<file path="src/ex_pkg.sv">
// widths, op codes and stage records shared by the execute and memory stages
`default_nettype none

package ex_pkg;

  localparam int WORD_WD       = 64;
  localparam int GPR_ADDR_WD   = 5;
  localparam int CSR_ADDR_WD   = 12;
  localparam int SRAM_ADDR_WD  = 32;
  localparam int SRAM_WMASK_WD = 8;
  localparam int SRAM_DEPTH    = 256;   // doublewords
  localparam int SRAM_INDEX_WD = $clog2(SRAM_DEPTH);

  typedef enum logic [4:0] {
    ALU_ADD   = 5'd0,
    ALU_SUB   = 5'd1,
    ALU_SLL   = 5'd2,
    ALU_SLT   = 5'd3,
    ALU_SLTU  = 5'd4,
    ALU_XOR   = 5'd5,
    ALU_SRL   = 5'd6,
    ALU_SRA   = 5'd7,
    ALU_OR    = 5'd8,
    ALU_AND   = 5'd9,
    ALU_PASS2 = 5'd10  // lui
  } alu_op_e;

  typedef enum logic [2:0] {
    MEM_B  = 3'd0,
    MEM_H  = 3'd1,
    MEM_W  = 3'd2,
    MEM_D  = 3'd3,
    MEM_BU = 3'd4,
    MEM_HU = 3'd5,
    MEM_WU = 3'd6
  } mem_op_e;

  // bit 2 marks the immediate forms
  typedef enum logic [2:0] {
    CSR_RW  = 3'd1,
    CSR_RS  = 3'd2,
    CSR_RC  = 3'd3,
    CSR_RWI = 3'd5,
    CSR_RSI = 3'd6,
    CSR_RCI = 3'd7
  } csr_op_e;

  typedef enum logic [1:0] {
    SRC2_RS2  = 2'd0,
    SRC2_IMM  = 2'd1,
    SRC2_FOUR = 2'd2
  } src2_sel_e;

  typedef struct packed {
    logic                   load_inst;
    logic [WORD_WD-1:0]     rs1data;
    logic [WORD_WD-1:0]     rs2data;
    logic [WORD_WD-1:0]     csrrdata;
    logic [WORD_WD-1:0]     imm;
    logic [WORD_WD-1:0]     pc;
    logic                   src1_sel;   // pc when set
    src2_sel_e              src2_sel;
    logic                   word_cut;
    alu_op_e                alu_op;
    logic [GPR_ADDR_WD-1:0] rd;
    logic [CSR_ADDR_WD-1:0] csr;
    logic                   gpr_wen;
    logic                   csr_wen;
    logic                   mem_ren;
    logic                   mem_wen;
    mem_op_e                mem_op;
    logic                   csr_inst;
    csr_op_e                csr_op;
    logic                   ebreak;
    logic                   invalid;
  } ds_to_es_t;

  typedef struct packed {
    logic [GPR_ADDR_WD-1:0] rd;
    logic [CSR_ADDR_WD-1:0] csr;
    logic                   gpr_wen;
    logic                   csr_wen;
    logic                   mem_ren;
    mem_op_e                mem_op;
    logic                   csr_inst;
    logic [WORD_WD-1:0]     csrrdata;
    logic [WORD_WD-1:0]     alu_result;
    logic [WORD_WD-1:0]     csr_result;
    logic [2:0]             addr_low;
    logic                   ebreak;
    logic                   invalid;
  } es_to_ms_t;

  typedef struct packed {
    logic [SRAM_ADDR_WD-1:0]  addr;
    logic                     ren;
    logic                     wen;
    logic [SRAM_WMASK_WD-1:0] wmask;
    logic [WORD_WD-1:0]       wdata;
  } sram_req_t;

  typedef struct packed {
    logic                   valid;
    logic [GPR_ADDR_WD-1:0] rd;
    logic [WORD_WD-1:0]     gpr_data;
    logic [CSR_ADDR_WD-1:0] csr;
    logic [WORD_WD-1:0]     csr_data;
  } bypass_t;

  typedef struct packed {
    logic [GPR_ADDR_WD-1:0] rd;
    logic                   gpr_wen;
    logic [WORD_WD-1:0]     gpr_wdata;
    logic [CSR_ADDR_WD-1:0] csr;
    logic                   csr_wen;
    logic [WORD_WD-1:0]     csr_wdata;
    logic                   ebreak;
    logic                   invalid;
  } wb_t;

endpackage

`default_nettype wire

</file>
<file path="src/ex_mem_stage.sv">
// memory stage: record register, load data hold, load extension and writeback record
`default_nettype none
`timescale 1ns/10ps

module ex_mem_stage (
  input  logic                       i_clk,
  input  logic                       i_reset,
  input  logic                       i_es_to_ms_valid,
  input  ex_pkg::es_to_ms_t          i_es_to_ms_bus,
  input  logic [ex_pkg::WORD_WD-1:0] i_rdata,
  input  logic                       i_wb_allowin,
  output logic                       o_ms_allowin,
  output logic                       o_wb_valid,
  output ex_pkg::wb_t                o_wb_bus
);

  logic                       ms_valid;
  logic                       ms_first;  // sram data is live this cycle
  ex_pkg::es_to_ms_t          ms_r;
  logic [ex_pkg::WORD_WD-1:0] rdata_hold;
  logic [ex_pkg::WORD_WD-1:0] rdata;
  logic [ex_pkg::WORD_WD-1:0] lane;
  logic [ex_pkg::WORD_WD-1:0] load_data;

  assign o_ms_allowin = !ms_valid || i_wb_allowin;
  assign o_wb_valid   = ms_valid;

  always_ff @(posedge i_clk) begin
    if (i_reset) begin
      ms_valid <= 1'b0;
      ms_first <= 1'b0;
    end else if (o_ms_allowin) begin
      ms_valid <= i_es_to_ms_valid;
      ms_first <= i_es_to_ms_valid;
    end else begin
      ms_first <= 1'b0;
    end
  end

  always_ff @(posedge i_clk) begin
    if (i_es_to_ms_valid && o_ms_allowin) begin
      ms_r <= i_es_to_ms_bus;
    end
  end

  // keep the read word once the item stalls past its first cycle
  always_ff @(posedge i_clk) begin
    if (ms_first && !i_wb_allowin) begin
      rdata_hold <= i_rdata;
    end
  end

  assign rdata = ms_first ? i_rdata : rdata_hold;
  assign lane  = rdata >> {ms_r.addr_low, 3'b000};

  always_comb begin
    case (ms_r.mem_op)
      ex_pkg::MEM_B:  load_data = {{56{lane[7]}}, lane[7:0]};
      ex_pkg::MEM_H:  load_data = {{48{lane[15]}}, lane[15:0]};
      ex_pkg::MEM_W:  load_data = {{32{lane[31]}}, lane[31:0]};
      ex_pkg::MEM_BU: load_data = {56'd0, lane[7:0]};
      ex_pkg::MEM_HU: load_data = {48'd0, lane[15:0]};
      ex_pkg::MEM_WU: load_data = {32'd0, lane[31:0]};
      default:        load_data = lane;  // ld
    endcase
  end

  always_comb begin
    o_wb_bus.rd      = ms_r.rd;
    o_wb_bus.gpr_wen = ms_r.gpr_wen;
    if (ms_r.mem_ren) begin
      o_wb_bus.gpr_wdata = load_data;
    end else if (ms_r.csr_inst) begin
      o_wb_bus.gpr_wdata = ms_r.csrrdata;  // old csr value to rd
    end else begin
      o_wb_bus.gpr_wdata = ms_r.alu_result;
    end
    o_wb_bus.csr       = ms_r.csr;
    o_wb_bus.csr_wen   = ms_r.csr_wen;
    o_wb_bus.csr_wdata = ms_r.csr_result;
    o_wb_bus.ebreak    = ms_r.ebreak;
    o_wb_bus.invalid   = ms_r.invalid;
  end

endmodule

`default_nettype wire

</file>
<file path="config.mk">
export PLATFORM = sky130hd
export DESIGN_NAME = ex_mem_stage
export DESIGN_NICKNAME = d
export VERILOG_FILES = /design/src/ex_pkg.sv /design/src/ex_mem_stage.sv
export SDC_FILE = /design/constraint.sdc
export NUM_CORES = 1
export LEC_CHECK = 0
export ABC_AREA = 1
export BUFFER_PORTS_ARGS = -buffer_cell sky130_fd_sc_hd__buf_2
export CORE_AREA = 3 3 219 221
export CTS_BUF_LIST = sky130_fd_sc_hd__clkbuf_4
export CTS_CLUSTER_DIAMETER = 100
export DETAILED_ROUTE_END_ITERATION = 8
export DIE_AREA = 0 0 222 224
export HOLD_SLACK_MARGIN = 0.15
export PLACE_DENSITY = 0.52
export SLEW_MARGIN = 40
export SYNTH_ARGS = -nofsm -noshare
export SYNTH_HDL_FRONTEND = slang
export SYNTH_SLANG_ARGS = --single-unit
</file>
<file path="constraint.sdc">
create_clock -name i_clk -period 13.21 [get_ports i_clk]
set_input_delay 1.9815 -clock i_clk [delete_from_list [all_inputs] [get_ports i_clk]]
set_output_delay 1.9815 -clock i_clk [all_outputs]
set_load 0.005 [all_outputs]
</file>
==> impl_metrics.tcl <==
set metrics [dict create \
    outcome "complete, no violations" \
    fmax_ghz 0.168 \
    die-area_sq_um 49700 \
    relSlewSlack 0.478 \
    setup-tns-final_ns 0 \
    worstMarginPinSlew_ns 0.783 \
    drtAntennaViolNets 0 \
    timing.rr.start "ms_first" \
    cts_buffers 82 \
    num-nets-final 1985 \
    worstSetupStartpointType "input port" \
    ys.flop_type "edfxtp_1" \
    ir_worst_vdd_mv 0.0884 \
    r2r.worst_path.cells 4 \
    skew_ns 0.0301 \
    cp.required_ns 11.23 \
    num_vias 11345 \
    worstHoldPathType "flip-flop to flip-flop" \
    synth_seq_area_share 0.625 \
    pre_cts_ws_ns 7.20 \
    cts_setup_buffers 0 \
    synth_most_common_cell "nand2_1" \
    routedWlPerCell_microns 21.2 \
    io-pin-count 440 \
    cts.sinks 287 \
    fin_ws_ns 7.24 \
    synth_edf_count 285 \
    start_util 0.297 \
    yosys-top-cells-area "edfxtp_1, nand2_1, nand3_1, buf_4, nor2_1" \
    path_class "input port to primary output" \
    synth_top_area_cell "edfxtp_1" \
    ys_warn_count 0 \
    antenna_found_initial 15 \
    path_max_fanout 32 \
    finalHoldViolCount 0 \
    drt_iter0_drc 857 \
    rsz0062_at_grt "no" \
    grt_pass1_wl_mm 72.0 \
    cp.arrival_ns 3.99 \
    grt_max_degree 84 \
    fp.dieH_microns 224 \
    timing.rr.end "rdata_hold[35]" \
    clkTransAtPathRegs_ns 0.05 \
    post-route-min-period_ns 5.97 \
    avgSynthCellArea_sq_um 10.3 \
    synth.top_cell.area_share 0.622 \
    dr.pass1.iters 5 \
    async_flop_share 0 \
    coreArea_sq_um 46400 \
    cp-endpoint "o_wb_bus[114]" \
    ys_types 33 \
    hpwlAfterDp_mm 36.8 \
    vias_per_cell 4.81 \
    power.density_nw_per_um2 131 \
    cts_buffer_depth 3 \
    drive_gt1_frac 0.354 \
    ctsResizeCount 0 \
    drt-total-wl_mm 50.1 \
    critical_path.cell_chain "buf_2 > nand2_1 > nand2_1 > nand3_1 > a21oi_1 > nand3_2 > nand4_1 > nand2_1 > nand2_1 > buf_2" \
    worstSetupEndpointType "primary output" \
    holdWs_ns 0.514 \
    fin_crit_sh 0.452 \
    n_fill_cell 4772 \
    leakage_uw 0.00720 \
    cts_root_buffer "clkbuf_4" \
    rows 79 \
    slew_viol_final 0 \
    slowest_delay_ns 0.55 \
    globalplace.congestion 0.877 \
    final-setup-viol-count 0 \
    cts.htree.levels 3 \
    cpMaxStageDelayCell "nand3_2" \
    hold_depth 2 \
    synth_seq_cells 287 \
    gr-total-overflow 0 \
    die_width_microns 222 \
    track_usage 0.195 \
    grt_pass1_vias 11200 \
    cpMostUsedCell "nand2_1" \
    cts_tree "done" \
    hold_buffers 0 \
    synth_nets 1622 \
    design_power_total_uw 2200 \
    crit_path_start "i_rdata[63]" \
    drc 0 \
    place.port_buffers 439 \
    synthCells 1333 \
    maxCapViolCount 0 \
    area_delta_synth_final_pct 22.0 \
    reg2reg_slack_ns 10.80 \
    synth.top_cells.by_count "nand2_1, edfxtp_1, nand3_1, nor2_1, buf_4" \
    synth_area_sq_um 13800 \
    clk_latency_ns 0.77 \
]
-- cell type report --
type                    count  area [sq um]  area share
inverters                  18          82.6     0.00492
diodes                      8          20.0     0.00119
flip-flops and latches    287          8600       0.512
repair buffers            452          2320       0.138
well taps                 607           759      0.0452
clock buffers             116           871      0.0519
multi-input cells         855          4010       0.239
clock inverters            17           133     0.00790
-- state kept, by name, summed over array words and instances (netlist names) --
| register | count |
|---|---|
| ms_r | 136 |
| o_wb_bus | 85 |
| ms_first | 1 |
| o_wb_valid | 1 |
| rdata_hold | 64 |
-- metrics by stage --
stage               cell area [sq um]  utilization  cells
floorplan                       13800            -   1333
global placement                15700        0.340   2219
detailed placement              15800        0.340   2219
CTS                             16800        0.362   2352
global route                    16800        0.362   2358
finish                          16800        0.362   2360
-- cells in the final DEF, fill, tap and decap left out, drive strengths merged, types with 2 or more instances in the layout --
cell type	netlist	final
clkbuf	33	116
inv	17	18
nand2	338	338
mux2i	2	2
diode	0	8
edfxtp	285	285
nand3	165	165
and2	7	7
clkinv	1	15
or2	26	26
o31ai	3	3
bufinv	0	2
a22oi	7	7
o21ai	89	89
nand4	42	42
nor2	118	118
buf	140	452
a21oi	33	33
dfxtp	2	2
o211ai	23	23
-- critical path: cells and delay by family --
family | cells | cell delay [ns]
buf+inv | 2 | 0.24
compound gates | 1 | 0.24
simple gates | 7 | 1.52
-- worst min-delay path by stage --
| stage | from | to | slack [ns] |
|---|---|---|---|
| 2_1_floorplan | o_wb_valid | o_wb_valid | 0.52 |
| 5_1_grt | o_wb_valid | o_wb_valid | 0.56 |
| 4_1_cts | o_wb_valid | o_wb_valid | 0.51 |
| 3_3_place_gp | o_wb_valid | o_wb_valid | 0.49 |
| 6_report | o_wb_valid | o_wb_valid | 0.51 |
| 3_5_place_dp | o_wb_valid | o_wb_valid | 0.50 |
-- cells by family after synthesis --
| logic type | after synthesis | synth area share |
|---|---|---|
| AO/OA/AOI/OAI | 156 | 0.0657 |
| buffers and inverters | 191 | 0.0857 |
| flip-flops | 287 | 0.625 |
| multiplexers | 2 | 0.00145 |
| AND/OR/NAND/NOR | 697 | 0.223 |
-- power by group --
group          leakage (uW)  total, uW  internal [uW]  switching (uW)
sequential          0.00274       1070           1060            11.4
clock              0.000598        823            439             383
combinational       0.00386        308            107             201
-- per-layer routing --
metal / up-vias / global-route usage / part of all wire
met5: - / 0 / 0.0014
met4: 10 / 0.0947 / 0.038
met3: 94 / 0.0558 / 0.078
met2: 539 / 0.321 / 0.49
met1: 5340 / 0.236 / 0.39
li1: 5362 / - / -
Power figures use the tool's default switching activity.
