<file path="src/ex_pkg.sv">
// widths, op codes and stage records shared by the execute and memory stages
`default_nettype none

package ex_pkg;

  localparam int WORD_WD       = 64;
  localparam int GPR_ADDR_WD   = 5;
  localparam int CSR_ADDR_WD   = 12;
  localparam int SRAM_ADDR_WD  = 32;
  localparam int SRAM_WMASK_WD = 8;
  localparam int SRAM_DEPTH    = 256;   // doublewords
  localparam int SRAM_INDEX_WD = $clog2(SRAM_DEPTH);

  typedef enum logic [4:0] {
    ALU_ADD   = 5'd0,
    ALU_SUB   = 5'd1,
    ALU_SLL   = 5'd2,
    ALU_SLT   = 5'd3,
    ALU_SLTU  = 5'd4,
    ALU_XOR   = 5'd5,
    ALU_SRL   = 5'd6,
    ALU_SRA   = 5'd7,
    ALU_OR    = 5'd8,
    ALU_AND   = 5'd9,
    ALU_PASS2 = 5'd10  // lui
  } alu_op_e;

  typedef enum logic [2:0] {
    MEM_B  = 3'd0,
    MEM_H  = 3'd1,
    MEM_W  = 3'd2,
    MEM_D  = 3'd3,
    MEM_BU = 3'd4,
    MEM_HU = 3'd5,
    MEM_WU = 3'd6
  } mem_op_e;

  // bit 2 marks the immediate forms
  typedef enum logic [2:0] {
    CSR_RW  = 3'd1,
    CSR_RS  = 3'd2,
    CSR_RC  = 3'd3,
    CSR_RWI = 3'd5,
    CSR_RSI = 3'd6,
    CSR_RCI = 3'd7
  } csr_op_e;

  typedef enum logic [1:0] {
    SRC2_RS2  = 2'd0,
    SRC2_IMM  = 2'd1,
    SRC2_FOUR = 2'd2
  } src2_sel_e;

  typedef struct packed {
    logic                   load_inst;
    logic [WORD_WD-1:0]     rs1data;
    logic [WORD_WD-1:0]     rs2data;
    logic [WORD_WD-1:0]     csrrdata;
    logic [WORD_WD-1:0]     imm;
    logic [WORD_WD-1:0]     pc;
    logic                   src1_sel;   // pc when set
    src2_sel_e              src2_sel;
    logic                   word_cut;
    alu_op_e                alu_op;
    logic [GPR_ADDR_WD-1:0] rd;
    logic [CSR_ADDR_WD-1:0] csr;
    logic                   gpr_wen;
    logic                   csr_wen;
    logic                   mem_ren;
    logic                   mem_wen;
    mem_op_e                mem_op;
    logic                   csr_inst;
    csr_op_e                csr_op;
    logic                   ebreak;
    logic                   invalid;
  } ds_to_es_t;

  typedef struct packed {
    logic [GPR_ADDR_WD-1:0] rd;
    logic [CSR_ADDR_WD-1:0] csr;
    logic                   gpr_wen;
    logic                   csr_wen;
    logic                   mem_ren;
    mem_op_e                mem_op;
    logic                   csr_inst;
    logic [WORD_WD-1:0]     csrrdata;
    logic [WORD_WD-1:0]     alu_result;
    logic [WORD_WD-1:0]     csr_result;
    logic [2:0]             addr_low;
    logic                   ebreak;
    logic                   invalid;
  } es_to_ms_t;

  typedef struct packed {
    logic [SRAM_ADDR_WD-1:0]  addr;
    logic                     ren;
    logic                     wen;
    logic [SRAM_WMASK_WD-1:0] wmask;
    logic [WORD_WD-1:0]       wdata;
  } sram_req_t;

  typedef struct packed {
    logic                   valid;
    logic [GPR_ADDR_WD-1:0] rd;
    logic [WORD_WD-1:0]     gpr_data;
    logic [CSR_ADDR_WD-1:0] csr;
    logic [WORD_WD-1:0]     csr_data;
  } bypass_t;

  typedef struct packed {
    logic [GPR_ADDR_WD-1:0] rd;
    logic                   gpr_wen;
    logic [WORD_WD-1:0]     gpr_wdata;
    logic [CSR_ADDR_WD-1:0] csr;
    logic                   csr_wen;
    logic [WORD_WD-1:0]     csr_wdata;
    logic                   ebreak;
    logic                   invalid;
  } wb_t;

endpackage

`default_nettype wire

</file>
<file path="src/ex_exu.sv">
// operand selection, 64-bit ALU with word truncation, and CSR update logic
`default_nettype none
`timescale 1ns/10ps

module ex_exu (
  input  ex_pkg::ds_to_es_t          i_ex,
  output logic [ex_pkg::WORD_WD-1:0] o_alu_result,
  output logic [ex_pkg::WORD_WD-1:0] o_csr_result
);

  logic [ex_pkg::WORD_WD-1:0] src1;
  logic [ex_pkg::WORD_WD-1:0] src2;
  logic [ex_pkg::WORD_WD-1:0] shift_src;
  logic [5:0]                 shamt;
  logic [ex_pkg::WORD_WD-1:0] alu_full;
  logic [ex_pkg::WORD_WD-1:0] csr_src;

  always_comb begin
    src1 = i_ex.src1_sel ? i_ex.pc : i_ex.rs1data;  // auipc, jal
    case (i_ex.src2_sel)
      ex_pkg::SRC2_RS2:  src2 = i_ex.rs2data;
      ex_pkg::SRC2_IMM:  src2 = i_ex.imm;
      ex_pkg::SRC2_FOUR: src2 = 64'd4;               // link address
      default:           src2 = '0;
    endcase
  end

  // word shifts only see the low 32 bits; sraw needs the sign above them
  always_comb begin
    shamt = i_ex.word_cut ? {1'b0, src2[4:0]} : src2[5:0];
    if (i_ex.word_cut) begin
      shift_src = {{32{src1[31] & (i_ex.alu_op == ex_pkg::ALU_SRA)}}, src1[31:0]};
    end else begin
      shift_src = src1;
    end
  end

  always_comb begin
    case (i_ex.alu_op)
      ex_pkg::ALU_ADD:   alu_full = src1 + src2;
      ex_pkg::ALU_SUB:   alu_full = src1 - src2;
      ex_pkg::ALU_SLL:   alu_full = shift_src << shamt;
      ex_pkg::ALU_SLT:   alu_full = {63'd0, $signed(src1) < $signed(src2)};
      ex_pkg::ALU_SLTU:  alu_full = {63'd0, src1 < src2};
      ex_pkg::ALU_XOR:   alu_full = src1 ^ src2;
      ex_pkg::ALU_SRL:   alu_full = shift_src >> shamt;
      ex_pkg::ALU_SRA:   alu_full = $signed(shift_src) >>> shamt;
      ex_pkg::ALU_OR:    alu_full = src1 | src2;
      ex_pkg::ALU_AND:   alu_full = src1 & src2;
      ex_pkg::ALU_PASS2: alu_full = src2;
      default:           alu_full = '0;
    endcase
    if (i_ex.word_cut) begin
      o_alu_result = {{32{alu_full[31]}}, alu_full[31:0]};
    end else begin
      o_alu_result = alu_full;
    end
  end

  always_comb begin
    case (i_ex.csr_op)
      ex_pkg::CSR_RWI,
      ex_pkg::CSR_RSI,
      ex_pkg::CSR_RCI: csr_src = i_ex.imm;  // zimm, already zero extended
      default:         csr_src = i_ex.rs1data;
    endcase
    case (i_ex.csr_op)
      ex_pkg::CSR_RW,
      ex_pkg::CSR_RWI: o_csr_result = csr_src;
      ex_pkg::CSR_RS,
      ex_pkg::CSR_RSI: o_csr_result = i_ex.csrrdata | csr_src;
      ex_pkg::CSR_RC,
      ex_pkg::CSR_RCI: o_csr_result = i_ex.csrrdata & ~csr_src;
      default:         o_csr_result = i_ex.csrrdata;
    endcase
  end

endmodule

`default_nettype wire

</file>
<file path="src/ex_lsu_store.sv">
// store byte mask and lane-shifted store data
`default_nettype none
`timescale 1ns/10ps

module ex_lsu_store (
  input  ex_pkg::mem_op_e                  i_mem_op,
  input  logic [2:0]                       i_addr_low,
  input  logic [ex_pkg::WORD_WD-1:0]       i_wdata,
  output logic [ex_pkg::SRAM_WMASK_WD-1:0] o_wmask,
  output logic [ex_pkg::WORD_WD-1:0]       o_wdata
);

  logic [ex_pkg::SRAM_WMASK_WD-1:0] size_mask;

  // bytes covered by the access, before moving to the lane
  always_comb begin
    case (i_mem_op)
      ex_pkg::MEM_B,
      ex_pkg::MEM_BU: size_mask = 8'h01;
      ex_pkg::MEM_H,
      ex_pkg::MEM_HU: size_mask = 8'h03;
      ex_pkg::MEM_W,
      ex_pkg::MEM_WU: size_mask = 8'h0f;
      default:        size_mask = 8'hff;
    endcase
  end

  always_comb begin
    o_wmask = size_mask << i_addr_low;
    o_wdata = i_wdata << {i_addr_low, 3'b000};  // byte offset to bit offset
  end

endmodule

`default_nettype wire

</file>
<file path="src/ex_stage.sv">
// execute stage: pipeline register, handshake, SRAM request, bypass and load flag
`default_nettype none
`timescale 1ns/10ps

module ex_stage (
  input  logic                     i_clk,
  input  logic                     i_reset,
  input  logic                     i_ds_valid,
  input  ex_pkg::ds_to_es_t        i_ds_bus,
  input  logic                     i_ms_allowin,
  output logic                     o_es_allowin,
  output logic                     o_es_to_ms_valid,
  output ex_pkg::es_to_ms_t        o_es_to_ms_bus,
  output ex_pkg::sram_req_t        o_sram_req,
  output logic                     o_load_sel,
  output ex_pkg::bypass_t          o_bypass
);

  logic                       es_valid;
  ex_pkg::ds_to_es_t          es_r;
  logic [ex_pkg::WORD_WD-1:0] alu_result;
  logic [ex_pkg::WORD_WD-1:0] csr_result;
  logic                       es_go;   // item moves to memory at this edge

  assign o_es_allowin     = !es_valid || i_ms_allowin;  // exu never stalls
  assign o_es_to_ms_valid = es_valid;
  assign es_go            = es_valid && i_ms_allowin;

  always_ff @(posedge i_clk) begin
    if (i_reset) begin
      es_valid <= 1'b0;
    end else if (o_es_allowin) begin
      es_valid <= i_ds_valid;
    end
  end

  always_ff @(posedge i_clk) begin
    if (i_ds_valid && o_es_allowin) begin
      es_r <= i_ds_bus;
    end
  end

  ex_exu u_exu (
    .i_ex         (es_r),
    .o_alu_result (alu_result),
    .o_csr_result (csr_result)
  );

  ex_lsu_store u_lsu_store (
    .i_mem_op   (es_r.mem_op),
    .i_addr_low (alu_result[2:0]),
    .i_wdata    (es_r.rs2data),
    .o_wmask    (o_sram_req.wmask),
    .o_wdata    (o_sram_req.wdata)
  );

  // request only on the move, so a stall never repeats a read
  assign o_sram_req.addr = alu_result[ex_pkg::SRAM_ADDR_WD-1:0];
  assign o_sram_req.ren  = es_go && es_r.mem_ren;
  assign o_sram_req.wen  = es_go && es_r.mem_wen;

  always_comb begin
    o_es_to_ms_bus.rd         = es_r.rd;
    o_es_to_ms_bus.csr        = es_r.csr;
    o_es_to_ms_bus.gpr_wen    = es_r.gpr_wen;
    o_es_to_ms_bus.csr_wen    = es_r.csr_wen;
    o_es_to_ms_bus.mem_ren    = es_r.mem_ren;
    o_es_to_ms_bus.mem_op     = es_r.mem_op;
    o_es_to_ms_bus.csr_inst   = es_r.csr_inst;
    o_es_to_ms_bus.csrrdata   = es_r.csrrdata;
    o_es_to_ms_bus.alu_result = alu_result;
    o_es_to_ms_bus.csr_result = csr_result;
    o_es_to_ms_bus.addr_low   = alu_result[2:0];
    o_es_to_ms_bus.ebreak     = es_r.ebreak;
    o_es_to_ms_bus.invalid    = es_r.invalid;
  end

  assign o_load_sel = es_valid && es_r.load_inst;  // decode stalls on this

  // disabled fields read as zero
  always_comb begin
    o_bypass.valid    = es_valid;
    o_bypass.rd       = (es_valid && es_r.gpr_wen) ? es_r.rd : '0;
    o_bypass.gpr_data = '0;
    if (es_valid && es_r.gpr_wen) begin
      o_bypass.gpr_data = es_r.csr_inst ? es_r.csrrdata : alu_result;
    end
    o_bypass.csr      = (es_valid && es_r.csr_wen) ? es_r.csr : '0;
    o_bypass.csr_data = (es_valid && es_r.csr_wen) ? csr_result : '0;
  end

endmodule

`default_nettype wire

</file>
<file path="config.mk">
export PLATFORM = sky130hd
export DESIGN_NAME = ex_stage
export DESIGN_NICKNAME = d
export VERILOG_FILES = /design/src/ex_pkg.sv /design/src/ex_exu.sv /design/src/ex_lsu_store.sv /design/src/ex_stage.sv
export SDC_FILE = /design/constraint.sdc
export NUM_CORES = 2
export LEC_CHECK = 0
export BUFFER_PORTS_ARGS = -buffer_cell sky130_fd_sc_hd__clkbuf_2
export CORE_MARGIN = 3
export CORE_UTILIZATION = 25
export DETAILED_ROUTE_END_ITERATION = 16
export PLACE_DENSITY_LB_ADDON = 0.2
export SETUP_SLACK_MARGIN = 0.2
export SLEW_MARGIN = 10
export SYNTH_ARGS = -nofsm -noshare
export SYNTH_HDL_FRONTEND = slang
export SYNTH_SLANG_ARGS = --single-unit
export TNS_END_PERCENT = 30
</file>
<file path="constraint.sdc">
create_clock -name i_clk -period 13.26 [get_ports i_clk]
set_clock_uncertainty 0.2 [all_clocks]
set_input_delay 1.326 -clock i_clk [delete_from_list [all_inputs] [get_ports i_clk]]
set_output_delay 1.326 -clock i_clk [all_outputs]
set_load 0.01 [all_outputs]
</file>
==> metrics <==
tightest slew margin relative to the limit -0.03329; total number of yosys warnings 0; category of the worst setup path launch point flip-flop; min Tclk post-route approximately 11000 ps; gr ovfl total 0; cell chain of the critical path nand3b_1 -> nand2_4 -> clkinv_2 -> ha_1 -> nor2b_1 -> or3_1 -> a21oi_1 -> o211ai_1 -> a21o_1 -> a311oi_1 -> xor2_1 -> o2111ai_4 -> buf_4 -> buf_4 -> inv_1 -> buf_4 -> o21ai_0 -> a221o_1 -> clkbuf_2; antenna violations before repair 52; number of clock buffers inserted by TritonCTS roughly 40; net count after synthesis between 5k and 6k; post-cts gate resize count 0; final weighted congestion of routability-driven global placement 1.069; global-route total usage across every layer 0.3783; worst skew pair latency 600 ps; DRC violations left 0; HPWL after DPL 277600 um; global-route wire length before repair around 440000 um; max-slew violation count 5; Die Width about 410 um; kind of end point of the critical path primary output; WL final 338300 um; standby leakage power 0.01932 uW; most common flop cell mapped by yosys edfxtp_1; final core utilization 0.2962; cells after synthesis slightly below 5k; largest net degree at the start of global routing between 70 and 80; clock-pin slew on the worst setup and hold paths 60 ps; Power Density approximately 110 mW/mm^2; Crit Path Category reg2out; worst reg-to-reg setup slack 8710 ps; maximum fanout encountered on the critical timing path 55; dominant cell type by count on the critical path buf_4; Netlist cell types 110; num ports between 800 and 900; launch instance of the worst register-to-register path o_es_to_ms_valid; core area around 0.16 sq mm; maximum buffer depth of the clock tree 3; clock sink total ~360; post-layout power 5276 uW; Die Ht about 410 um; hold depth 2; Syn-to-layout area delta 17.26%; number of buffers inserted by hold repair at cts 0; number of flops mapped to enable cells by yosys 360; Initial Util 0.2526; Worst path slowest cell clkinv_2; ratio of final minimum period to clock period 0.7971; Clk Tree Root Cell clkbuf_16; setup total negative slack 0 ps; violations in the final reports max-capacitance violations, max-slew violations; buffers inserted during post-CTS setup optimization 0; row count 148; Hold Path Class in2reg; asr flop ratio synth 0; layout cell share with drive strength beyond 1 0.2607; outcome complete, but fails checks; DR WL/cell around 44 um; count of port buffers added during placement 839; Die Footprint between 0.15 and 0.2 sq mm; total count of hold-check failures in the final report 0; data required time at the worst endpoint roughly 12000 ps; top achievable clock speed 0.09461 GHz; combined area of all synthesized cells roughly 0.041 sq mm; slowest stage delay, CP between 800 and 900 ps; worst hold margin between 600 and 700 ps; Post-layout nets between 6k and 7k; synthesized flop and latch total 361; number of endpoints failing setup at the final stage 0; number of search-and-repair iterations in the first detailed-routing pass 7; clock tree from TritonCTS yes; average via count per standard cell 6.395; critical hold path startpoint i_reset; data arrival at the endpoint of the critical path 9040 ps; vias post-DR around 49k; mean instance size in the synthesized netlist around 8.3 sq um; unrepaired setup endpoints after global routing false; sink of the worst hold path o_es_to_ms_valid; worst setup path startpoint es_r[36]; number of DRC violations after detailed-routing iteration 0 roughly 8k; count of H-tree levels built during CTS 2; ANT nets after route 0; slew at the pin closest to its max-slew limit about 1500 ps; logic depth of the worst register-to-register path 5; share of the yosys chip area belonging to registers 0.2622; total of max-cap violations 1; Peak VDD IR about 0.11 mV; via count of the first global-routing pass roughly 45k; worst flop-to-flop path endpoint es_r[37]
sequential cells by signal, indices dropped and copies added, names as in the netlist:
signal            cells
o_es_to_ms_bus       90
o_es_to_ms_valid      1
es_r                270
synth_stat cells (112+ instances only):
cell	count	area [sq um]
nand3_1	112	560.5
xnor2_1	116	1016
buf_4	157	1179
ha_1	194	2427
edfxtp_1	360	10810
mux2i_1	214	2142
o21ai_0	315	1577
inv_1	200	750.7
clkbuf_1	210	788.3
a21oi_1	497	2487
mux2_2	153	1723
nor2_1	402	1509
nand2_1	342	1284
kinds of logic (layout without fill, tap and decap cells):
| kind of cell | after synthesis | count (layout) | share of synthesized area |
|---|---|---|---|
| other | 0 | 18 | 0 |
| and+or+nand+nor | 1374 | 1374 | 0.1591 |
| AOI/OAI and AO/OA | 1728 | 1728 | 0.2743 |
| xor gates and xnor gates | 120 | 120 | 0.02545 |
| muxes | 442 | 442 | 0.1323 |
| adders and majority gates | 196 | 196 | 0.05974 |
| DFF | 361 | 361 | 0.2622 |
| buffers and inverters | 738 | 1315 | 0.08688 |
routing by layer:
| layer | wire [um] | vias up | global-route usage |
|---|---|---|---|
| li1 | - | 19720 | - |
| met3 | 41150 | 740 | 0.1332 |
| met5 | 267 | - | 0 |
| met2 | 139100 | 3798 | 0.5419 |
| met1 | 138200 | 25130 | 0.5003 |
| met4 | 19610 | 42 | 0.1853 |
worst max-delay path by stage:
stage	to	slack, ps
detailed placement	o_sram_req[70]	3700
finish	o_sram_req[70]	2690
global route	o_sram_req[70]	2610
CTS	o_sram_req[70]	3020
floorplan	es_r[100]	2590
global placement	o_sram_req[50]	2790
critical path: cells and delay by family, from the launching register on:
kind	cells	cell delay, ps
buffers and inverters	6	3280
AOI/OAI and AO/OA	7	2240
and+or+nand+nor	4	1400
DFF	1	750
adders and majority gates	1	490
xor gates and xnor gates	1	190
metrics by stage:
| step | instances | worst slack (ps) | area, sq um |
|---|---|---|---|
| global placement | 7635 | 2794 | 47050 |
| CTS | 7710 | 3019 | 48370 |
| global route | 7713 | 2609 | 48390 |
| floorplan | 4959 | 2586 | 41300 |
| finish | 7729 | 2690 | 48430 |
| detailed placement | 7636 | 3697 | 47070 |
layout make-up:
type | instances | area (sq um)
Fill cell | 17700 | 115100
Clock inverter | 22 | 206.4
Multi-Input combinational cell | 3860 | 27090
Tap cell | 2175 | 2721
Inverter | 214 | 809.5
Sequential cell | 361 | 10830
Timing Repair Buffer | 1027 | 5639
Clock buffer | 52 | 1089
Antenna cell | 18 | 45.04
placed cells by master, fill, tap and decap left out, types with 19 or more instances in the layout:
cell       instances
clkbuf_2         839
a21oi_1          496
nor2_1           392
edfxtp_1         360
nand2_1          338
o21ai_0          312
mux2i_1          214
inv_1            199
ha_1             194
buf_4            184
mux2_2           153
xnor2_1          116
nand3_1          112
nor3_1           107
o211ai_1          94
o22ai_1           91
nor2b_1           88
a211oi_1          78
a31oi_1           71
mux4_2            63
a221oi_1          51
and3_1            50
nand4_1           49
nor4_1            48
clkbuf_16         42
a21o_1            39
o31ai_1           39
o21bai_1          38
a22oi_1           35
o221ai_1          35
or3_1             33
or2_2             28
and2_1            27
o21a_1            27
a211o_1           26
o21ai_1           25
nand2b_1          25
o21ba_2           21
o22a_1            19
power breakdown:
group          switching [uW]  internal (uW)  total (uW)
sequential                106           1340        1450
combinational            1940            753        2690
clock                     512            625        1140
No activity file was read; power rests on OpenSTA's default activity.
